[config.mk]
export PLATFORM = sky130hd
export DESIGN_NAME = int_pipeline
export DESIGN_NICKNAME = d
export VERILOG_FILES = /design/src/hw/pipe_pkg.sv /design/src/hw/inst_decoder.sv /design/src/hw/reg_file.sv /design/src/hw/forwarding_unit.sv /design/src/hw/alu.sv /design/src/hw/data_mem.sv /design/src/hw/int_pipeline.sv
export SDC_FILE = /design/constraint.sdc
export NUM_CORES = 2
export LEC_CHECK = 0
export ABC_AREA = 1
export BUFFER_PORTS_ARGS = -buffer_cell sky130_fd_sc_hd__buf_2
export CAP_MARGIN = 20
export CORE_ASPECT_RATIO = 1.75
export CORE_MARGIN = 5
export CORE_UTILIZATION = 25
export DETAILED_ROUTE_END_ITERATION = 6
export PLACE_DENSITY = 0.37
export SLEW_MARGIN = 20
export SYNTH_ARGS = -nofsm -noshare
export SYNTH_HDL_FRONTEND = slang
export SYNTH_HIERARCHICAL = 1
export SYNTH_SLANG_ARGS = --single-unit
[constraint.sdc]
create_clock -name clk -period 7.4 [get_ports clk]
set_clock_uncertainty 0.2 [all_clocks]
set_input_delay 0.37 -clock clk [delete_from_list [all_inputs] [get_ports clk]]
set_output_delay 0.37 -clock clk [all_outputs]
set_load 0.01 [all_outputs]
[src/hw/pipe_pkg.sv]
package pipe_pkg;

    // Widths with a meaning of their own
    typedef logic [31:0] xlen_t;
    typedef logic [4:0]  reg_idx_t;
    typedef logic [6:0]  opcode_t;
    typedef logic [31:0] inst_t;

    // Default data memory depth in words
    localparam int DMEM_WORDS = 16;

    // Immediate formats
    // U type stays at 2 for the operand A register test
    typedef enum logic [2:0] {
        IMM_I    = 3'd0,
        IMM_S    = 3'd1,
        IMM_U    = 3'd2,
        IMM_NONE = 3'd3
    } imm_sel_t;

    // Result source, load code 3
    typedef enum logic [1:0] {
        WB_ALU = 2'd0,
        WB_MEM = 2'd3
    } wb_sel_t;

    typedef enum logic [1:0] {
        ALU_ADD,
        ALU_SUB,
        ALU_XOR,
        ALU_PASSB
    } alu_op_t;

    // Major opcodes of the supported set
    localparam opcode_t OPC_LUI   = 7'h37;
    localparam opcode_t OPC_OPIMM = 7'h13;
    localparam opcode_t OPC_OP    = 7'h33;
    localparam opcode_t OPC_LOAD  = 7'h03;
    localparam opcode_t OPC_STORE = 7'h23;

    // Decoder output, also the ID/EXE control payload
    typedef struct packed {
        reg_idx_t rs_a;
        reg_idx_t rs_b;
        reg_idx_t rd;
        logic     wr_en;
        // Operand A from a register
        logic     sel_op_a;
        // Operand B from the immediate
        logic     sel_op_b;
        logic     is_stype;
        imm_sel_t imm_sel;
        xlen_t    imm;
        wb_sel_t  wb_sel;
        alu_op_t  alu_op;
        opcode_t  opcode;
    } dec_t;

    // Retire record, also used for the EXE/MEM and MEM/WB registers
    typedef struct packed {
        logic     valid;
        reg_idx_t rd;
        logic     wr_en;
        xlen_t    data;
        logic     mem_wr;
        xlen_t    mem_addr;
        xlen_t    mem_wdata;
    } retire_t;

endpackage

[src/hw/inst_decoder.sv]
`timescale 1ns/100ps

module inst_decoder (
    input  pipe_pkg::inst_t instr,
    output pipe_pkg::dec_t  dec
);

    logic [2:0] funct3;
    logic       funct7_b5;

    assign funct3    = instr[14:12];
    assign funct7_b5 = instr[30];

    always_comb begin
        // Defaults describe a bubble
        dec         = '0;
        dec.rs_a    = instr[19:15];
        dec.rs_b    = instr[24:20];
        dec.rd      = instr[11:7];
        dec.opcode  = instr[6:0];
        dec.imm_sel = pipe_pkg::IMM_NONE;
        dec.wb_sel  = pipe_pkg::WB_ALU;
        dec.alu_op  = pipe_pkg::ALU_ADD;

        case (dec.opcode)
            pipe_pkg::OPC_LUI: begin
                // Immediate passed through the ALU
                dec.wr_en    = 1'b1;
                dec.sel_op_b = 1'b1;
                dec.imm_sel  = pipe_pkg::IMM_U;
                dec.alu_op   = pipe_pkg::ALU_PASSB;
            end
            pipe_pkg::OPC_OPIMM: begin
                // ADDI and XORI only
                if (funct3 == 3'b000 || funct3 == 3'b100) begin
                    dec.wr_en    = 1'b1;
                    dec.sel_op_a = 1'b1;
                    dec.sel_op_b = 1'b1;
                    dec.imm_sel  = pipe_pkg::IMM_I;
                    dec.alu_op   = (funct3 == 3'b100) ? pipe_pkg::ALU_XOR : pipe_pkg::ALU_ADD;
                end
            end
            pipe_pkg::OPC_OP: begin
                if (funct3 == 3'b000) begin
                    dec.wr_en    = 1'b1;
                    dec.sel_op_a = 1'b1;
                    dec.alu_op   = funct7_b5 ? pipe_pkg::ALU_SUB : pipe_pkg::ALU_ADD;
                end else if (funct3 == 3'b100 && !funct7_b5) begin
                    dec.wr_en    = 1'b1;
                    dec.sel_op_a = 1'b1;
                    dec.alu_op   = pipe_pkg::ALU_XOR;
                end
            end
            pipe_pkg::OPC_LOAD: begin
                // Word loads only
                if (funct3 == 3'b010) begin
                    dec.wr_en    = 1'b1;
                    dec.sel_op_a = 1'b1;
                    dec.sel_op_b = 1'b1;
                    dec.imm_sel  = pipe_pkg::IMM_I;
                    dec.wb_sel   = pipe_pkg::WB_MEM;
                end
            end
            pipe_pkg::OPC_STORE: begin
                // rs_b still read as store data
                if (funct3 == 3'b010) begin
                    dec.sel_op_a = 1'b1;
                    dec.sel_op_b = 1'b1;
                    dec.is_stype = 1'b1;
                    dec.imm_sel  = pipe_pkg::IMM_S;
                end
            end
            default: ;
        endcase

        // Sign extended I and S, upper U
        case (dec.imm_sel)
            pipe_pkg::IMM_I: dec.imm = {{20{instr[31]}}, instr[31:20]};
            pipe_pkg::IMM_S: dec.imm = {{20{instr[31]}}, instr[31:25], instr[11:7]};
            pipe_pkg::IMM_U: dec.imm = {instr[31:12], 12'h000};
            default:         dec.imm = '0;
        endcase
    end

endmodule

[src/hw/reg_file.sv]
`timescale 1ns/100ps

module reg_file (
    input  logic               clk,
    input  logic               rst,
    input  pipe_pkg::reg_idx_t rs_a,
    input  pipe_pkg::reg_idx_t rs_b,
    output pipe_pkg::xlen_t    rd_a,
    output pipe_pkg::xlen_t    rd_b,
    input  logic               wr_en,
    input  pipe_pkg::reg_idx_t wr_idx,
    input  pipe_pkg::xlen_t    wr_data
);

    pipe_pkg::xlen_t regs [32];

    always_ff @(posedge clk) begin
        if (rst) begin
            for (int i = 0; i < 32; i++) begin
                regs[i] <= '0;
            end
        end else if (wr_en && wr_idx != '0) begin
            // x0 never written
            regs[wr_idx] <= wr_data;
        end
    end

    // Combinational reads, x0 forced to zero
    // No write-through here
    assign rd_a = (rs_a == '0) ? '0 : regs[rs_a];
    assign rd_b = (rs_b == '0) ? '0 : regs[rs_b];

endmodule

[src/hw/forwarding_unit.sv]
`timescale 1ns/100ps

module forwarding_unit (
    input  pipe_pkg::reg_idx_t id_rs_a,
    input  pipe_pkg::reg_idx_t id_rs_b,
    input  pipe_pkg::reg_idx_t exe_rs_a,
    input  pipe_pkg::reg_idx_t exe_rs_b,
    input  pipe_pkg::reg_idx_t exe_rd,
    input  pipe_pkg::reg_idx_t mem_rd,
    input  pipe_pkg::reg_idx_t wb_rd,
    input  logic               exe_wr_en,
    input  logic               mem_wr_en,
    input  logic               wb_wr_en,
    input  logic               id_sel_op_a,
    input  logic               id_sel_op_b,
    input  logic               id_is_stype,
    input  pipe_pkg::wb_sel_t  exe_sel_data,
    input  pipe_pkg::wb_sel_t  mem_sel_data,
    input  pipe_pkg::wb_sel_t  wb_sel_data,
    input  pipe_pkg::imm_sel_t id_imm_select,
    input  pipe_pkg::opcode_t  exe_opcode,
    output logic               fw_exe_to_id_a,
    output logic               fw_exe_to_id_b,
    output logic               fw_mem_to_id_a,
    output logic               fw_mem_to_id_b,
    output logic               fw_wb_to_id_a,
    output logic               fw_wb_to_id_b,
    output logic               fw_mem_to_exe_a,
    output logic               fw_mem_to_exe_b,
    output logic               fw_wb_to_exe_a,
    output logic               fw_wb_to_exe_b
);

    logic id_use_a;
    logic id_use_b;
    logic exe_use_a;
    logic exe_use_b;
    logic exe_is_load;
    logic mem_is_load;
    logic wb_is_load;

    // Source matches a live destination, x0 never matches
    function automatic logic hit(
        input pipe_pkg::reg_idx_t src,
        input pipe_pkg::reg_idx_t dst,
        input logic               wr_en
    );
        return (src == dst) && (src != '0) && wr_en;
    endfunction

    // ID consumer reads A as a register, U type never does
    assign id_use_a = id_sel_op_a && (id_imm_select != pipe_pkg::IMM_U);
    // B read as ALU operand or as store data
    assign id_use_b = !id_sel_op_b || id_is_stype;

    // EXE consumer usage from the opcode
    assign exe_use_a = exe_opcode != pipe_pkg::OPC_LUI;
    assign exe_use_b = (exe_opcode == pipe_pkg::OPC_OP) || (exe_opcode == pipe_pkg::OPC_STORE);

    assign exe_is_load = exe_sel_data == pipe_pkg::WB_MEM;
    assign mem_is_load = mem_sel_data == pipe_pkg::WB_MEM;
    assign wb_is_load  = wb_sel_data == pipe_pkg::WB_MEM;

    // Into ID, load data in EXE not ready yet
    assign fw_exe_to_id_a = hit(id_rs_a, exe_rd, exe_wr_en) && !exe_is_load && id_use_a;
    assign fw_exe_to_id_b = hit(id_rs_b, exe_rd, exe_wr_en) && !exe_is_load && id_use_b;
    assign fw_mem_to_id_a = hit(id_rs_a, mem_rd, mem_wr_en) && id_use_a;
    assign fw_mem_to_id_b = hit(id_rs_b, mem_rd, mem_wr_en) && id_use_b;
    assign fw_wb_to_id_a  = hit(id_rs_a, wb_rd, wb_wr_en) && id_use_a;
    assign fw_wb_to_id_b  = hit(id_rs_b, wb_rd, wb_wr_en) && id_use_b;

    // Into EXE, load results only
    assign fw_mem_to_exe_a = hit(exe_rs_a, mem_rd, mem_wr_en) && mem_is_load && exe_use_a;
    assign fw_mem_to_exe_b = hit(exe_rs_b, mem_rd, mem_wr_en) && mem_is_load && exe_use_b;

    // A newer write sitting in MEM was already forwarded at ID
    // so the older WB load must not override it
    assign fw_wb_to_exe_a = hit(exe_rs_a, wb_rd, wb_wr_en) && wb_is_load && exe_use_a &&
                            !hit(exe_rs_a, mem_rd, mem_wr_en);
    assign fw_wb_to_exe_b = hit(exe_rs_b, wb_rd, wb_wr_en) && wb_is_load && exe_use_b &&
                            !hit(exe_rs_b, mem_rd, mem_wr_en);

endmodule

[src/hw/alu.sv]
`timescale 1ns/100ps

module alu (
    input  pipe_pkg::alu_op_t op,
    input  pipe_pkg::xlen_t   a,
    input  pipe_pkg::xlen_t   b,
    output pipe_pkg::xlen_t   y
);

    always_comb begin
        case (op)
            pipe_pkg::ALU_ADD: y = a + b;
            pipe_pkg::ALU_SUB: y = a - b;
            pipe_pkg::ALU_XOR: y = a ^ b;
            // LUI, immediate straight through
            default:           y = b;
        endcase
    end

endmodule

[src/hw/data_mem.sv]
`timescale 1ns/100ps

module data_mem #(
    parameter int DMEM_WORDS = pipe_pkg::DMEM_WORDS
) (
    input  logic            clk,
    input  logic            rst,
    input  pipe_pkg::xlen_t addr,
    input  logic            wr_en,
    input  pipe_pkg::xlen_t wdata,
    output pipe_pkg::xlen_t rdata
);

    localparam int IDX_W = $clog2(DMEM_WORDS);

    pipe_pkg::xlen_t  mem [DMEM_WORDS];
    logic [IDX_W-1:0] word_idx;

    // Word index from address bits 5:2 wrapped to the depth
    assign word_idx = IDX_W'(int'(addr[5:2]) % DMEM_WORDS);

    always_ff @(posedge clk) begin
        if (rst) begin
            for (int i = 0; i < DMEM_WORDS; i++) begin
                mem[i] <= '0;
            end
        end else if (wr_en) begin
            mem[word_idx] <= wdata;
        end
    end

    // Read in the same cycle as the address
    assign rdata = mem[word_idx];

endmodule

[src/hw/int_pipeline.sv]
`timescale 1ns/100ps

module int_pipeline #(
    parameter int DMEM_WORDS = pipe_pkg::DMEM_WORDS
) (
    input  logic              clk,
    input  logic              rst,
    input  logic              in_valid,
    input  pipe_pkg::inst_t   instr,
    output pipe_pkg::retire_t retire
);

    // ID stage
    pipe_pkg::dec_t    dec_raw;
    pipe_pkg::dec_t    id_dec;
    pipe_pkg::xlen_t   rf_a;
    pipe_pkg::xlen_t   rf_b;
    pipe_pkg::xlen_t   id_op_a;
    pipe_pkg::xlen_t   id_op_b;

    // ID/EXE register and EXE stage
    logic              ex_valid_q;
    pipe_pkg::dec_t    ex_dec_q;
    pipe_pkg::xlen_t   ex_op_a_q;
    pipe_pkg::xlen_t   ex_op_b_q;
    pipe_pkg::xlen_t   exe_a;
    pipe_pkg::xlen_t   exe_b;
    pipe_pkg::xlen_t   alu_b;
    pipe_pkg::xlen_t   alu_y;
    pipe_pkg::retire_t mem_d;

    // EXE/MEM register and MEM stage
    pipe_pkg::retire_t mem_q;
    pipe_pkg::wb_sel_t mem_sel_q;
    pipe_pkg::xlen_t   dmem_rdata;
    pipe_pkg::retire_t wb_d;

    // MEM/WB register
    pipe_pkg::retire_t wb_q;
    pipe_pkg::wb_sel_t wb_sel_q;

    // Forward selects
    logic fw_exe_to_id_a;
    logic fw_exe_to_id_b;
    logic fw_mem_to_id_a;
    logic fw_mem_to_id_b;
    logic fw_wb_to_id_a;
    logic fw_wb_to_id_b;
    logic fw_mem_to_exe_a;
    logic fw_mem_to_exe_b;
    logic fw_wb_to_exe_a;
    logic fw_wb_to_exe_b;

    // ID operand priority EXE, MEM, WB, register file
    function automatic pipe_pkg::xlen_t fwd_id(
        input logic            use_exe,
        input logic            use_mem,
        input logic            use_wb,
        input pipe_pkg::xlen_t v_exe,
        input pipe_pkg::xlen_t v_mem,
        input pipe_pkg::xlen_t v_wb,
        input pipe_pkg::xlen_t v_rf
    );
        return use_exe ? v_exe : use_mem ? v_mem : use_wb ? v_wb : v_rf;
    endfunction

    // EXE operand, MEM load data ahead of WB load data
    function automatic pipe_pkg::xlen_t fwd_exe(
        input logic            use_mem,
        input logic            use_wb,
        input pipe_pkg::xlen_t v_mem,
        input pipe_pkg::xlen_t v_wb,
        input pipe_pkg::xlen_t v_latched
    );
        return use_mem ? v_mem : use_wb ? v_wb : v_latched;
    endfunction

    // Control bits of a stage record cleared on reset
    function automatic pipe_pkg::retire_t clear_ctrl(
        input pipe_pkg::retire_t r,
        input logic              clr
    );
        pipe_pkg::retire_t o;
        o = r;
        if (clr) begin
            o.valid  = 1'b0;
            o.wr_en  = 1'b0;
            o.mem_wr = 1'b0;
        end
        return o;
    endfunction

    inst_decoder u_inst_decoder (
        .instr (instr),
        .dec   (dec_raw)
    );

    // Bubble enters with every field zero
    assign id_dec = in_valid ? dec_raw : pipe_pkg::dec_t'('0);

    // WB writes land at the edge, WB to ID forward covers the gap
    reg_file u_reg_file (
        .clk     (clk),
        .rst     (rst),
        .rs_a    (id_dec.rs_a),
        .rs_b    (id_dec.rs_b),
        .rd_a    (rf_a),
        .rd_b    (rf_b),
        .wr_en   (wb_q.wr_en),
        .wr_idx  (wb_q.rd),
        .wr_data (wb_q.data)
    );

    forwarding_unit u_forwarding_unit (
        .id_rs_a         (id_dec.rs_a),
        .id_rs_b         (id_dec.rs_b),
        .exe_rs_a        (ex_dec_q.rs_a),
        .exe_rs_b        (ex_dec_q.rs_b),
        .exe_rd          (ex_dec_q.rd),
        .mem_rd          (mem_q.rd),
        .wb_rd           (wb_q.rd),
        .exe_wr_en       (ex_dec_q.wr_en),
        .mem_wr_en       (mem_q.wr_en),
        .wb_wr_en        (wb_q.wr_en),
        .id_sel_op_a     (id_dec.sel_op_a),
        .id_sel_op_b     (id_dec.sel_op_b),
        .id_is_stype     (id_dec.is_stype),
        .exe_sel_data    (ex_dec_q.wb_sel),
        .mem_sel_data    (mem_sel_q),
        .wb_sel_data     (wb_sel_q),
        .id_imm_select   (id_dec.imm_sel),
        .exe_opcode      (ex_dec_q.opcode),
        .fw_exe_to_id_a  (fw_exe_to_id_a),
        .fw_exe_to_id_b  (fw_exe_to_id_b),
        .fw_mem_to_id_a  (fw_mem_to_id_a),
        .fw_mem_to_id_b  (fw_mem_to_id_b),
        .fw_wb_to_id_a   (fw_wb_to_id_a),
        .fw_wb_to_id_b   (fw_wb_to_id_b),
        .fw_mem_to_exe_a (fw_mem_to_exe_a),
        .fw_mem_to_exe_b (fw_mem_to_exe_b),
        .fw_wb_to_exe_a  (fw_wb_to_exe_a),
        .fw_wb_to_exe_b  (fw_wb_to_exe_b)
    );

    // MEM forward carries the ALU result
    // A MEM-stage load is fixed up later by the WB to EXE path
    assign id_op_a = fwd_id(fw_exe_to_id_a, fw_mem_to_id_a, fw_wb_to_id_a,
                            alu_y, mem_q.data, wb_q.data, rf_a);
    assign id_op_b = fwd_id(fw_exe_to_id_b, fw_mem_to_id_b, fw_wb_to_id_b,
                            alu_y, mem_q.data, wb_q.data, rf_b);

    always_ff @(posedge clk) begin
        ex_valid_q <= in_valid;
        ex_dec_q   <= id_dec;
        ex_op_a_q  <= id_op_a;
        ex_op_b_q  <= id_op_b;
        if (rst) begin
            ex_valid_q        <= 1'b0;
            ex_dec_q.wr_en    <= 1'b0;
            ex_dec_q.is_stype <= 1'b0;
        end
    end

    // Load data overrides what was latched at ID
    assign exe_a = fwd_exe(fw_mem_to_exe_a, fw_wb_to_exe_a, dmem_rdata, wb_q.data, ex_op_a_q);
    assign exe_b = fwd_exe(fw_mem_to_exe_b, fw_wb_to_exe_b, dmem_rdata, wb_q.data, ex_op_b_q);

    // Immediate replaces B, store data keeps the register value
    assign alu_b = ex_dec_q.sel_op_b ? ex_dec_q.imm : exe_b;

    alu u_alu (
        .op (ex_dec_q.alu_op),
        .a  (exe_a),
        .b  (alu_b),
        .y  (alu_y)
    );

    always_comb begin
        mem_d.valid     = ex_valid_q;
        mem_d.rd        = ex_dec_q.rd;
        mem_d.wr_en     = ex_dec_q.wr_en;
        // ALU result, also the memory address
        mem_d.data      = alu_y;
        mem_d.mem_wr    = ex_dec_q.is_stype;
        mem_d.mem_addr  = ex_dec_q.is_stype ? alu_y : '0;
        mem_d.mem_wdata = ex_dec_q.is_stype ? exe_b : '0;
    end

    data_mem #(
        .DMEM_WORDS (DMEM_WORDS)
    ) u_data_mem (
        .clk   (clk),
        .rst   (rst),
        .addr  (mem_q.data),
        .wr_en (mem_q.mem_wr),
        .wdata (mem_q.mem_wdata),
        .rdata (dmem_rdata)
    );

    // Result selected for writeback, zero when nothing is written
    always_comb begin
        wb_d = mem_q;
        if (!mem_q.wr_en) begin
            wb_d.data = '0;
        end else if (mem_sel_q == pipe_pkg::WB_MEM) begin
            wb_d.data = dmem_rdata;
        end
    end

    // EXE/MEM, MEM/WB and retire registers
    always_ff @(posedge clk) begin
        mem_q     <= clear_ctrl(mem_d, rst);
        mem_sel_q <= ex_dec_q.wb_sel;
        wb_q      <= clear_ctrl(wb_d, rst);
        wb_sel_q  <= mem_sel_q;
        retire    <= clear_ctrl(wb_q, rst);
    end

endmodule

==> reports/metrics.csv <==
metric,value,unit
worst setup path end,ex_op_b_q[18]$_DFF_P_,
critical path depth,32,
Final min period,6.263,ns
Worst Setup SP,mem_q[67]$_DFF_P_,
initial antenna violation count,18,
M2 GR Usage,43.22,%
DRC,0,
Die Span X,489.6,um
Die Y,849.3,um
worst path buffer plus inverter count,6,
"Design Area, Final",113700,um^2
Max-slew headroom,21.69,%
filler instances,43580,
Die Area,415800,um^2
H-Tree Depth,4,
Core Box Area,401600,um^2
clk slew on worst S/H paths,0.06,ns
maximum clock frequency,0.1597,GHz
total grt overflow,0,
Mapped Area,100600,um^2
unrepaired setup endpoints after global routing,false,
fin cells,18130,
antenna-violating nets left,0,
Critical R2R Launch,mem_q[67]$_DFF_P_,
met1 usage,24.39,%
post_cts resized,0,
power per cell area,259.4,nW/um^2
clock buffer count from CTS,211,
Rows,308,
GR Layer Usage met3,2.168,%
measured slew at the worst slew-check pin,1.166,ns
Longest Clk Path Bufs,4,
"Seq/Total Area, Yosys",54.63,%
share of cells above drive strength 1,7.119,%
CTS tree,yes,
YS warnings,6,
largest net degree at the start of global routing,132,
CP Data Arrival Time,6.84,ns
Post-Synth XOR/XNOR Area,0.5396,%
first-pass GRT wire length,674600,um
top-area cell type share of the netlist area,45.84,%
fin crit share,84.64,%
number of synthesized flops with an enable pin,1536,
adder-cell share of the synthesized area,0.4178,%
WL per Instance,26.69,um
Post-layout nets,12730,
R2R Setup Slk,1.14,ns
post-synth cell types,52,
Setup TNS,0,ns
syn_area_per_cell,7.781,um^2
Final setup viols,0,
largest family of logic cells by synthesized area,simple AND/OR/NAND/NOR gates,
Async SR Flop Fraction,0,%
status,"finished, final reports clean",
clock sink count,1978,
Synth area leaders,"edfxtp_1 46%, nand2_1 17%, nor2_1 9.4%",
crit path kind,reg2reg,
IO Count,139,
"commonest non-fill, non-tap cells in the layout","4431 x nand2_1, 2498 x nor2_1, 1536 x edfxtp_1, 1317 x nand3_1, 548 x inv_1",
Initial Util,25.06,%
Worst-Skew Late Latency,0.94,ns
DRT iter0 DRCs,6560,
Util after Layout,28.31,%
Cells after Synth,12930,
crit-path max FO,56,
Worst EP required,7.98,ns
CP max stage delay,0.59,ns
RR Endpoint,ex_op_b_q[18]$_DFF_P_,
number of global-route vias before repair,87600,
slowest cell on the critical path,buf_4,
fin. max-slew vios,0,
vias per cell,4.810,
first-pass detailed-route iteration total,6,
R2R cell count,32,
GPL Wtd Cong,0.9174,
CP top delay family,simple AND/OR/NAND/NOR gates,
MaxCap Viol Count,0,
CTS root buffer,clkbuf_16,
compound-cell area share of the yosys netlist,4.121,%
busiest layer in global routing,met2,
DP Cell Count,17670,
Most used DFF post-synth,edfxtp_1,
worst hold-check path type,reg2reg,
drt total wl,484000,um
Worst Setup Start Kind,flop,
Area growth syn-to-layout,12.98,%
Port Buf Inserts,138,
Hold Fails Final Rpt,0,
"commonest non-fill, non-tap cell in the layout",nand2_1,
vias,87220,
endpoint class of the critical path,flop,
HPWL Detailed,309000,um
post-synth top area cell,edfxtp_1,
#FFs+latches synth,1978,
mux contribution to synthesized area,0.009947,%
total track usage,22.57,%
"most used cell, CP",nand2_1,
Post-Synth Simple-Gate Area,33.70,%
peak supply drop,0.3089,mV
Post-DP Area,106600,um^2
Leak,45.95,nW
## flip-flops by register name (all words and copies together) (netlist names), 32 cells and up
signal           count
retire             104
ex_dec_q            61
u_data_mem/mem     512
u_reg_file/regs   1024
ex_op_b_q           32
ex_op_a_q           32
mem_q              104
wb_q               104
## final cells by class
cell class	count	area, um^2	share of cell area [%]
diodes	37	92.59	0.08144
clock buffers	305	6130	5.392
clock inverters	74	406.6	0.3577
inverters	617	2416	2.125
multi-input cells	9419	39680	34.90
flip-flops and latches	1978	54980	48.36
well taps	5270	6594	5.800
repair buffers	432	3388	2.980
## synth_stat cells (6+ instances only)
library cell	number
ha_1	32
o21ai_1	56
nand3_2	6
buf_4	44
a21oi_1	246
clkinv_1	7
nand4_1	20
nand2_2	7
nand2_1	4525
dfxtp_1	442
buf_2	365
o22ai_1	6
edfxtp_1	1536
nand3b_1	8
xnor2_1	20
o21bai_1	8
nor3_2	6
or2_2	6
buf_1	71
buf_6	14
o21ai_0	452
or2_1	33
xor2_1	42
inv_2	34
nor2_2	12
clkbuf_1	452
nor3_1	23
inv_1	575
nor2_1	2510
nand3_1	1318
o211ai_1	23
## worst min path at each step
stage	slack (ns)	endpoint	from	cells past startpoint
2_1_floorplan	0.11	retire[0]$_DFF_P_	wb_q[0]$_DFF_P_	0
3_3_place_gp	0.11	retire[46]$_DFF_P_	wb_q[46]$_DFF_P_	0
3_5_place_dp	0.11	retire[10]$_DFF_P_	wb_q[10]$_DFF_P_	0
4_1_cts	0.01	ex_dec_q[1]$_SDFF_PN0_	instr[1]	4
5_1_grt	0.07	ex_dec_q[0]$_SDFF_PN0_	instr[0]	4
6_report	0.07	retire[42]$_DFF_P_	wb_q[42]$_DFF_P_	0
## worst register-to-register path, delay by kind of cell, from the launching register on
family                     cells  cell delay (ns)
xor gates and xnor gates       1             0.15
adders and majority gates      1             0.36
DFF                            1             0.44
buffers and inverters          6             1.39
and+or+nand+nor               24             3.55
## cell families after synthesis
logic type                 count (synthesis)
muxes                                      1
adders and majority gates                 33
other                                      2
and+or+nand+nor                         8487
DFF                                     1978
AOI/OAI and AO/OA                        803
xor gates and xnor gates                  62
buffers and inverters                   1566
## power breakdown
| group | internal, mW | leakage, nW | total [mW] | switching, mW |
|---|---|---|---|---|
| registers | 12.4 | 19.5 | 12.6 | 0.256 |
| logic | 1.45 | 23.3 | 6.21 | 4.76 |
| clock network | 5.77 | 3.22 | 10.6 | 4.87 |
| total | 19.6 | 46.0 | 29.5 | 9.89 |
## stage by stage
step	total power [mW]	setup WS, ns	hold slack [ns]
floorplan	16.37	3.067	0.1096
finish	29.49	1.137	0.07286
global placement	19.15	1.213	0.1110
detailed placement	19.13	1.253	0.1121
CTS	29.89	1.198	0.01092
global route	30.75	0.8572	0.07107
## repair_timing
action                                  CTS  global route
endpoints found under the setup margin    0             0
hold buffers                             42             0
setup buffers                             0             0
hold endpoints to repair                 75             0
## layer usage
| layer | up-vias | part of all wire [%] |
|---|---|---|
| met5 | - | 0.0091 |
| met4 | 8 | 5.9 |
| met3 | 877 | 3.8 |
| met2 | 2491 | 54 |
| met1 | 43030 | 37 |
| li1 | 40820 | - |
No activity file was read; power rests on OpenSTA's default activity.
